File: src/design/irq_defines.svh
// irq dispatcher sizing constants and encoder priority direction
`ifndef IRQ_DEFINES_SVH
`define IRQ_DEFINES_SVH

`default_nettype none

// number of edge-triggered request lines
`define IRQ_NUM 32

// width of a line index, log2 of IRQ_NUM
`define IRQ_ID_W 5

// encoder direction
// 0 lets the lowest line win, 1 the highest
`define IRQ_MSB_FIRST 1'b0

`default_nettype wire

`endif

File: src/design/irq_pkg.sv
// shared types for the interrupt dispatcher pipeline
`include "irq_defines.svh"
`default_nettype none

package irq_pkg;

  // one bit per request line
  // used for raw requests, pending bits, mask and claim vector
  typedef logic [`IRQ_NUM-1:0] irq_vec_t;

  // index of a single request line
  typedef logic [`IRQ_ID_W-1:0] irq_id_t;

  // dispatch stage state
  // idle   no vector shown to the host
  // busy   vec_id held until vec_ack
  typedef enum logic {
    disp_idle = 1'b0,
    disp_busy = 1'b1
  } disp_state_t;

endpackage

`default_nettype wire

File: src/design/irq_stage_if.sv
// stage-to-stage bundle linking latch, select and dispatch stages
`timescale 1ns/10ps
`default_nettype none

interface irq_stage_if;

  // pending bits with masked lines already removed
  irq_pkg::irq_vec_t pend;

  // registered encoder result from stage two
  logic              sel_valid;
  irq_pkg::irq_id_t  sel_id;

  // one-cycle claim pulse from the dispatcher
  logic              claim;
  irq_pkg::irq_id_t  claim_id;

  // stage one clears the claimed bit
  modport latch_mp (
    output pend,
    input  claim,
    input  claim_id
  );

  // stage two flushes its result on a claim
  modport select_mp (
    input  pend,
    input  claim,
    output sel_valid,
    output sel_id
  );

  // stage three takes the selection
  modport dispatch_mp (
    input  sel_valid,
    input  sel_id,
    output claim,
    output claim_id
  );

endinterface

`default_nettype wire

File: src/design/irq_ctrl.sv
// interrupt dispatcher top with edge capture, priority select and host dispatch
`include "irq_defines.svh"
`timescale 1ns/10ps
`default_nettype none

module irq_ctrl (
  input  logic                 clk,
  input  logic                 rst_n,
  // request lines, active high, edge sensitive
  input  logic [`IRQ_NUM-1:0]  irq,
  // mask load strobe and new mask value
  input  logic                 mask_we,
  input  logic [`IRQ_NUM-1:0]  mask_data,
  // host side
  input  logic                 vec_ack,
  output logic                 vec_valid,
  output logic [`IRQ_ID_W-1:0] vec_id
);

  // pend, selection and claim between the stages
  irq_stage_if stg_if0 ();

  // stage one
  // edge capture, pending bits, mask
  irq_latch latch0 (
    .clk       (clk),
    .rst_n     (rst_n),
    .irq       (irq),
    .mask_we   (mask_we),
    .mask_data (mask_data),
    .stg       (stg_if0.latch_mp)
  );

  // stage two
  // registered priority pick
  irq_select select0 (
    .clk   (clk),
    .rst_n (rst_n),
    .stg   (stg_if0.select_mp)
  );

  // stage three
  // claim and host handshake
  irq_dispatch dispatch0 (
    .clk       (clk),
    .rst_n     (rst_n),
    .vec_ack   (vec_ack),
    .vec_valid (vec_valid),
    .vec_id    (vec_id),
    .stg       (stg_if0.dispatch_mp)
  );

endmodule

`default_nettype wire

File: src/design/irq_dispatch.sv
// stage three, claims a selection and holds its id for the host until acknowledged
`timescale 1ns/10ps
`default_nettype none

module irq_dispatch (
  input  logic             clk,
  input  logic             rst_n,
  input  logic             vec_ack,
  output logic             vec_valid,
  output irq_pkg::irq_id_t vec_id,
  irq_stage_if.dispatch_mp stg
);

  irq_pkg::disp_state_t state;
  // high for the edge right after an ack
  logic                 freed_q;
  // claim decision for this edge
  logic                 take;

  // accept only when idle and not just released
  // gives one idle edge between vectors
  assign take = (state == irq_pkg::disp_idle) && stg.sel_valid && !freed_q;

  // two-state control plus the claim pulse
  always_ff @(posedge clk) begin
    if (!rst_n) begin
      state     <= irq_pkg::disp_idle;
      freed_q   <= 1'b0;
      stg.claim <= 1'b0;
    end else begin
      // claim rises together with vec_valid
      stg.claim <= take;
      freed_q   <= 1'b0;
      case (state)
        irq_pkg::disp_idle: begin
          if (take) begin
            state <= irq_pkg::disp_busy;
          end
        end
        irq_pkg::disp_busy: begin
          // ack is ignored while idle
          if (vec_ack) begin
            state   <= irq_pkg::disp_idle;
            freed_q <= 1'b1;
          end
        end
      endcase
    end
  end

  // ids captured at claim time, held while busy
  always_ff @(posedge clk) begin
    if (take) begin
      vec_id       <= stg.sel_id;
      stg.claim_id <= stg.sel_id;
    end
  end

  // level to the host for the whole busy period
  assign vec_valid = (state == irq_pkg::disp_busy);

endmodule

`default_nettype wire

File: src/design/irq_latch.sv
// stage one, edge capture into pending bits plus the line mask register
`include "irq_defines.svh"
`timescale 1ns/10ps
`default_nettype none

module irq_latch (
  input  logic              clk,
  input  logic              rst_n,
  input  irq_pkg::irq_vec_t irq,
  input  logic              mask_we,
  input  irq_pkg::irq_vec_t mask_data,
  irq_stage_if.latch_mp     stg
);

  // previous request levels for edge detect
  irq_pkg::irq_vec_t irq_q;
  // rising edges seen this cycle
  irq_pkg::irq_vec_t rise;
  // one-hot clear from the claim
  irq_pkg::irq_vec_t clr;
  // sticky pending bits, masked or not
  irq_pkg::irq_vec_t pending;
  // 1 hides the line from selection
  irq_pkg::irq_vec_t mask;

  // request history, plain pipeline register
  always_ff @(posedge clk) begin
    irq_q <= irq;
  end

  // low-to-high transitions only
  assign rise = irq & ~irq_q;

  // decode claim_id into the bit to drop
  always_comb begin
    int i;
    clr = '0;
    for (i = 0; i < `IRQ_NUM; i = i + 1) begin
      clr[i] = stg.claim && (stg.claim_id == irq_pkg::irq_id_t'(i));
    end
  end

  // pending bits
  // a new edge in the claim cycle re-arms the line
  // repeated edges on a pending line simply merge
  always_ff @(posedge clk) begin
    if (!rst_n) begin
      pending <= '0;
    end else begin
      pending <= (pending & ~clr) | rise;
    end
  end

  // mask register, loaded by a one-cycle strobe
  // all lines unmasked out of reset
  always_ff @(posedge clk) begin
    if (!rst_n) begin
      mask <= '0;
    end else if (mask_we) begin
      mask <= mask_data;
    end
  end

  // masked lines stay pending but are not offered downstream
  assign stg.pend = pending & ~mask;

endmodule

`default_nettype wire

File: src/design/irq_select.sv
// stage two, priority encode of the visible pending bits with one cycle of latency
`include "irq_defines.svh"
`timescale 1ns/10ps
`default_nettype none

module irq_select (
  input  logic           clk,
  input  logic           rst_n,
  irq_stage_if.select_mp stg
);

  // raw encoder result
  logic             enc_valid;
  irq_pkg::irq_id_t enc_id;

  // lowest index wins unless the direction macro says otherwise
  pri_enc #(
    .IN  (`IRQ_NUM),
    .MSB (`IRQ_MSB_FIRST)
  ) enc0 (
    .in    (stg.pend),
    .valid (enc_valid),
    .out   (enc_id)
  );

  // selection valid flag
  // pend still shows the claimed bit during the claim cycle
  // so that result is dropped instead of registered
  always_ff @(posedge clk) begin
    if (!rst_n) begin
      stg.sel_valid <= 1'b0;
    end else if (stg.claim) begin
      stg.sel_valid <= 1'b0;
    end else begin
      stg.sel_valid <= enc_valid;
    end
  end

  // index only matters while sel_valid is high
  always_ff @(posedge clk) begin
    stg.sel_id <= enc_id;
  end

endmodule

`default_nettype wire

File: src/design/pri_enc.sv
// parameterized priority encoder returning the index of the winning set bit
`timescale 1ns/10ps
`default_nettype none

module pri_enc #(
  // number of request inputs
  parameter int IN  = 32,
  // 0 lets bit 0 win, 1 lets bit IN-1 win
  parameter bit MSB = 1'b0,
  // index width, derived
  parameter int OUT = $clog2(IN)
) (
  input  logic [IN-1:0]  in,
  output logic           valid,
  output logic [OUT-1:0] out
);

  // one-hot copy of the winning input
  logic [IN-1:0] win;

  // positions that outrank pos in the chosen direction
  function automatic logic [IN-1:0] ahead_mask(input int pos);
    logic [IN-1:0] m;
    int            i;
    for (i = 0; i < IN; i = i + 1) begin
      if (MSB) begin
        m[i] = (i > pos);
      end else begin
        m[i] = (i < pos);
      end
    end
    return m;
  endfunction

  // positions whose own index has bit b set
  function automatic logic [IN-1:0] idx_mask(input int b);
    logic [IN-1:0] m;
    int            i;
    for (i = 0; i < IN; i = i + 1) begin
      m[i] = (((i >> b) & 1) != 0);
    end
    return m;
  endfunction

  // any request at all
  assign valid = |in;

  // bit isolation
  // a position wins only if nothing ahead of it is set
  for (genvar gj = 0; gj < IN; gj++) begin : g_win
    localparam logic [IN-1:0] AHEAD = ahead_mask(gj);

    assign win[gj] = in[gj] & ~(|(in & AHEAD));
  end

  // index build
  // each output bit ORs the winners whose index carries that bit
  for (genvar gi = 0; gi < OUT; gi++) begin : g_out
    localparam logic [IN-1:0] IDX = idx_mask(gi);

    assign out[gi] = |(win & IDX);
  end

endmodule

`default_nettype wire

File: config.mk
export PLATFORM = sky130hd
export DESIGN_NAME = irq_ctrl
export DESIGN_NICKNAME = d
export VERILOG_FILES = /design/src/design/irq_pkg.sv /design/src/design/irq_stage_if.sv /design/src/design/irq_ctrl.sv /design/src/design/irq_dispatch.sv /design/src/design/irq_latch.sv /design/src/design/irq_select.sv /design/src/design/pri_enc.sv
export VERILOG_INCLUDE_DIRS = /design/src /design/src/design
export SDC_FILE = /design/constraint.sdc
export NUM_CORES = 1
export LEC_CHECK = 0
export ABC_AREA = 1
export BUFFER_PORTS_ARGS = -buffer_cell sky130_fd_sc_hd__buf_2
export CAP_MARGIN = 40
export CORE_ASPECT_RATIO = 1.25
export CORE_MARGIN = 2
export CORE_UTILIZATION = 58
export CTS_BUF_LIST = sky130_fd_sc_hd__clkbuf_4
export DETAILED_ROUTE_END_ITERATION = 12
export PLACE_DENSITY = 0.82
export SLEW_MARGIN = 20
export SYNTH_ARGS = -nofsm -noshare
export SYNTH_HDL_FRONTEND = slang
export SYNTH_HIERARCHICAL = 1
export SYNTH_SLANG_ARGS = --single-unit
File: constraint.sdc
create_clock -name clk -period 1.39 [get_ports clk]
set_input_delay 0.0695 -clock clk [delete_from_list [all_inputs] [get_ports clk]]
set_output_delay 0.0695 -clock clk [all_outputs]
set_load 0.01 [all_outputs]
==> results.md <==
| Result | This run | Unit |
|---|---|---|
| Status | finished with violations | - |
| Violated checks | setup timing | - |
| Cells taking the most area after synthesis | sky130_fd_sc_hd__dfxtp_1 47%, sky130_fd_sc_hd__nor2_1 10%, sky130_fd_sc_hd__nand2_1 7.9%, sky130_fd_sc_hd__inv_1 7.5%, sky130_fd_sc_hd__nand3_1 4.7% | - |
| Data required time at the worst endpoint | 1780 | ps |
| Post-route minimum period | 1510 | ps |
| DRC violations left | 0 | - |
| Die Y-Extent | 102 | um |
| Clock root buffer | sky130_fd_sc_hd__clkbuf_4 | - |
| Number of global-route vias before repair | 4463 | - |
| Clock slew at reported path FFs | 170 | ps |
| Worst hold slack after final layout | 45.3 | ps |
| Final setup vio count | 3 | - |
| DRC marker count from the first detailed-route iteration | 186 | - |
| Vias per std cell | 5.17 | - |
| Total standard cell area after synthesis | 0.00449 | mm^2 |
| CTS max path bufs | 2 | - |
| Leakage power summed over all cells | 2.84 | nW |
| Placeable core area | 0.00744 | mm^2 |
| Actual transition at the worst max-transition pin | 419 | ps |
| Post-placement cell count | 762 | - |
| Fill cells | 487 | - |
| Final-stage net count | 825 | - |
| Final clock skew | 27.7 | ps |
| Total inserted antenna cells | 0 | - |
| P&R area growth vs syn | 34.7 | % |
| Most instantiated flip-flop cell in the synthesis netlist | sky130_fd_sc_hd__dfxtp_1 | - |
| Fmax | 0.661 | GHz |
| Cell family contributing the most delay on the critical path | simple AND/OR/NAND/NOR gates | - |
| First-pass detailed-route iteration total | 5 | - |
| Clock Sink Count | 110 | - |
| Final standard cell area without fillers | 0.00604 | mm^2 |
| Number of hold violations in the final report | 0 | - |
| Initial standard-cell utilization of the core | 60.3 | % |
| Power density of the placed cells | 1060 | mW/mm^2 |
| Cell Count, Final, Fillers Out | 854 | - |
| Number of distinct standard cells referenced by the synthesized netlist | 24 | - |
| Number of antenna-violating nets in the routed design | 0 | - |
| Post-DR wirelength/cell | 15.8 | um |
| Clock Latency Late Sink | 460 | ps |
| Post-synthesis sequential element count | 110 | - |
| GRT Util Overall | 32.7 | % |
| Maximum VDD drop | 0.879 | mV |
| Register area share after synthesis | 50.2 | % |
| Total I/O pin count | 74 | - |
| Number of CTS-inserted buffers | 9 | - |
| Port Buffers | 73 | - |
| Endpoint arrival time on the critical path | 1910 | ps |
| Row Count | 35 | - |
| Total Wirelength | 13500 | um |
| Number of enable-type register cells in the synthesized netlist | 5 | - |
| Top cell type's share of synthesized area | 46.9 | % |
| Synthesized area per cell | 7.41 | um^2 |
| Maximum number of pins on one net before global-route repair | 37 | - |
| Final period util | 109 | % |
| RSZ-0062 raised after global routing | true | - |
| PnR worst setup slack | -124 | ps |
| Hold crit path type | in2reg | - |
| Vias | 4413 | - |
| Commonest cells in the synthesized netlist | 121 x sky130_fd_sc_hd__nor2_1, 105 x sky130_fd_sc_hd__dfxtp_1, 95 x sky130_fd_sc_hd__nand2_1, 90 x sky130_fd_sc_hd__inv_1, 42 x sky130_fd_sc_hd__nand3_1 | - |
| Type of the setup path with the least slack | reg2reg | - |
| Sum of negative setup slack | -161 | ps |
| Count of mapped cells out of synthesis | 605 | - |
| Last weighted congestion value of the routability-driven placer | 0.850 | - |
| Clock tree from TritonCTS | done | - |
| Max Cap Violations | 0 | - |
| Critical Path Start Type | flip-flop | - |
| Max-slew violation count | 0 | - |
| Largest fanout of any net on the critical path | 2 | - |
| Nets in the synthesized netlist | 673 | - |
| Max-Slew Margin vs Limit | 71.9 | % |
| Count of synthesis-stage warnings from yosys | 6 | - |
| HPWL Detailed | 7780 | um |
| Maximum level of the CTS H-tree | 3 | - |
| Global-route wire length before repair | 20600 | um |
| Sum of buffers and inverters on the critical path | 2 | - |
| Die Width | 82.7 | um |
| Share of final-layout standard cells stronger than drive strength 1 | 27.3 | % |
| Critical path's slowest cell | sky130_fd_sc_hd__dfxtp_2 | - |
| Chain of cells forming the critical path | inv_2, nor2_4, nor2_4, nand2_4, buf_12, nor3_1, nor2_1, nand2_1, nor2_2, nand2_1 | - |
| Die Footprint | 0.00846 | mm^2 |
| Cell type with the largest total area after synthesis | sky130_fd_sc_hd__dfxtp_1 | - |
| Most repeated cell in the gate-level netlist after synthesis | sky130_fd_sc_hd__nor2_1 | - |
| Async S/R FF share, synth | 0 | % |
| Worst Setup End Kind | flip-flop | - |
| Grt ovf | 0 | - |
| Post-DP Area | 0.00495 | mm^2 |
| Slowest Stage Delay on Critical Path | 360 | ps |
| Number of antenna violations at the first check in global routing | 0 | - |
==> cells by family (layout without fill, tap and decap cells) <==
kind of cell,Yosys count,count (layout),share of synthesized area [%]
and+or+nand+nor,303,304,30.5
DFF,110,110,50.2
buffers and inverters,120,276,11.2
AOI/OAI and AO/OA,72,72,8.09
==> power by group <==
part	internal [mW]	switching [mW]	leakage (nW)	total (mW)
Combinational	0.595	0.804	1.85	1.40
Sequential	3.43	0.152	0.931	3.58
Clock	0.375	1.04	0.0658	1.42
Total	4.40	2.00	2.84	6.40
==> stage by stage <==
stage / worst slack (ps) / util [%] / total power, mW
CTS: 1.86 / 79.7 / 6.30
finish: -124 / 81.2 / 6.40
floorplan: 174 / - / 4.29
global route: -154 / 81.2 / 6.67
detailed placement: -6.19 / 66.5 / 4.65
global placement: -37.4 / 66.5 / 4.62
==> timing repair <==
action                                 CTS  global route
pin swaps                               15            15
hold buffers                            65             0
cloned                                   1             0
setup endpoints to repair                3             6
buffers inserted                         7             3
resized for setup                       47            34
endpoints found under the hold margin   98             0
==> area by class of cell <==
cell class	instances	area (um^2)	area share, %
inverter	100	378	6.25
timing repair buffer	160	1230	20.4
multi-input combinational	376	1930	31.9
clock buffer	9	67.6	1.12
sequential	110	2280	37.7
tap	92	115	1.91
clock inverter	7	47.5	0.787
==> path summary, 6_finish.rpt <==
path,end,from,slack (ps),cells after the start
hold / removal,latch0/pending[1],rst_n,50,3
setup / recovery,select0/stg.sel_id[0],latch0/pending[3],-120,10
setup reg to reg,select0/stg.sel_id[0],latch0/pending[3],-120,10
hold reg to reg,dispatch0/stg.claim_id[0],select0/stg.sel_id[0],430,0
==> placed cells by master, fill, tap and decap left out <==
cell type	instances
sky130_fd_sc_hd__nand2_4	6
sky130_fd_sc_hd__o21ai_1	31
sky130_fd_sc_hd__clkinv_2	1
sky130_fd_sc_hd__clkbuf_4	9
sky130_fd_sc_hd__a21oi_1	35
sky130_fd_sc_hd__nor2_8	2
sky130_fd_sc_hd__buf_4	18
sky130_fd_sc_hd__buf_12	4
sky130_fd_sc_hd__nand3_2	1
sky130_fd_sc_hd__nand3b_1	1
sky130_fd_sc_hd__o21bai_1	1
sky130_fd_sc_hd__nor2_4	24
sky130_fd_sc_hd__dfxtp_2	19
sky130_fd_sc_hd__inv_1	81
sky130_fd_sc_hd__nor3b_2	1
sky130_fd_sc_hd__dlygate4sd3_1	65
sky130_fd_sc_hd__o21ai_0	5
sky130_fd_sc_hd__nor3_1	4
sky130_fd_sc_hd__inv_6	2
sky130_fd_sc_hd__dfxtp_1	86
sky130_fd_sc_hd__nand3_1	41
sky130_fd_sc_hd__nor2_2	22
sky130_fd_sc_hd__nor2_1	95
sky130_fd_sc_hd__buf_2	73
sky130_fd_sc_hd__clkinv_1	2
sky130_fd_sc_hd__inv_4	1
sky130_fd_sc_hd__nand4_1	9
sky130_fd_sc_hd__inv_2	18
sky130_fd_sc_hd__nand2_2	5
sky130_fd_sc_hd__nand2_1	93
sky130_fd_sc_hd__edfxtp_1	5
sky130_fd_sc_hd__clkinv_4	2
==> flip-flops by register name (all words and copies together), names as in the netlist <==
| name | cells |
|---|---|
| latch0/irq_q | 32 |
| latch0/mask | 32 |
| latch0/pending | 32 |
| dispatch0/stg.claim_id | 5 |
| select0/stg.sel_id | 5 |
| dispatch0/freed_q | 1 |
| dispatch0/stg.claim | 1 |
| dispatch0/vec_valid | 1 |
| select0/stg.sel_valid | 1 |
==> tightest hold or removal path, stage by stage <==
cell and delay [ps]:
sky130_fd_sc_hd__buf_2 90, sky130_fd_sc_hd__inv_2 150, sky130_fd_sc_hd__a21oi_1 150
==> routing by layer <==
metal  global-route usage [%]  part of all wire, %
met3                     6.54                  5.5
met5                        0                    0
met1                     35.6                   39
met2                     58.9                   51
met4                     16.9                  4.6
No activity file was read; power rests on OpenSTA's default activity.
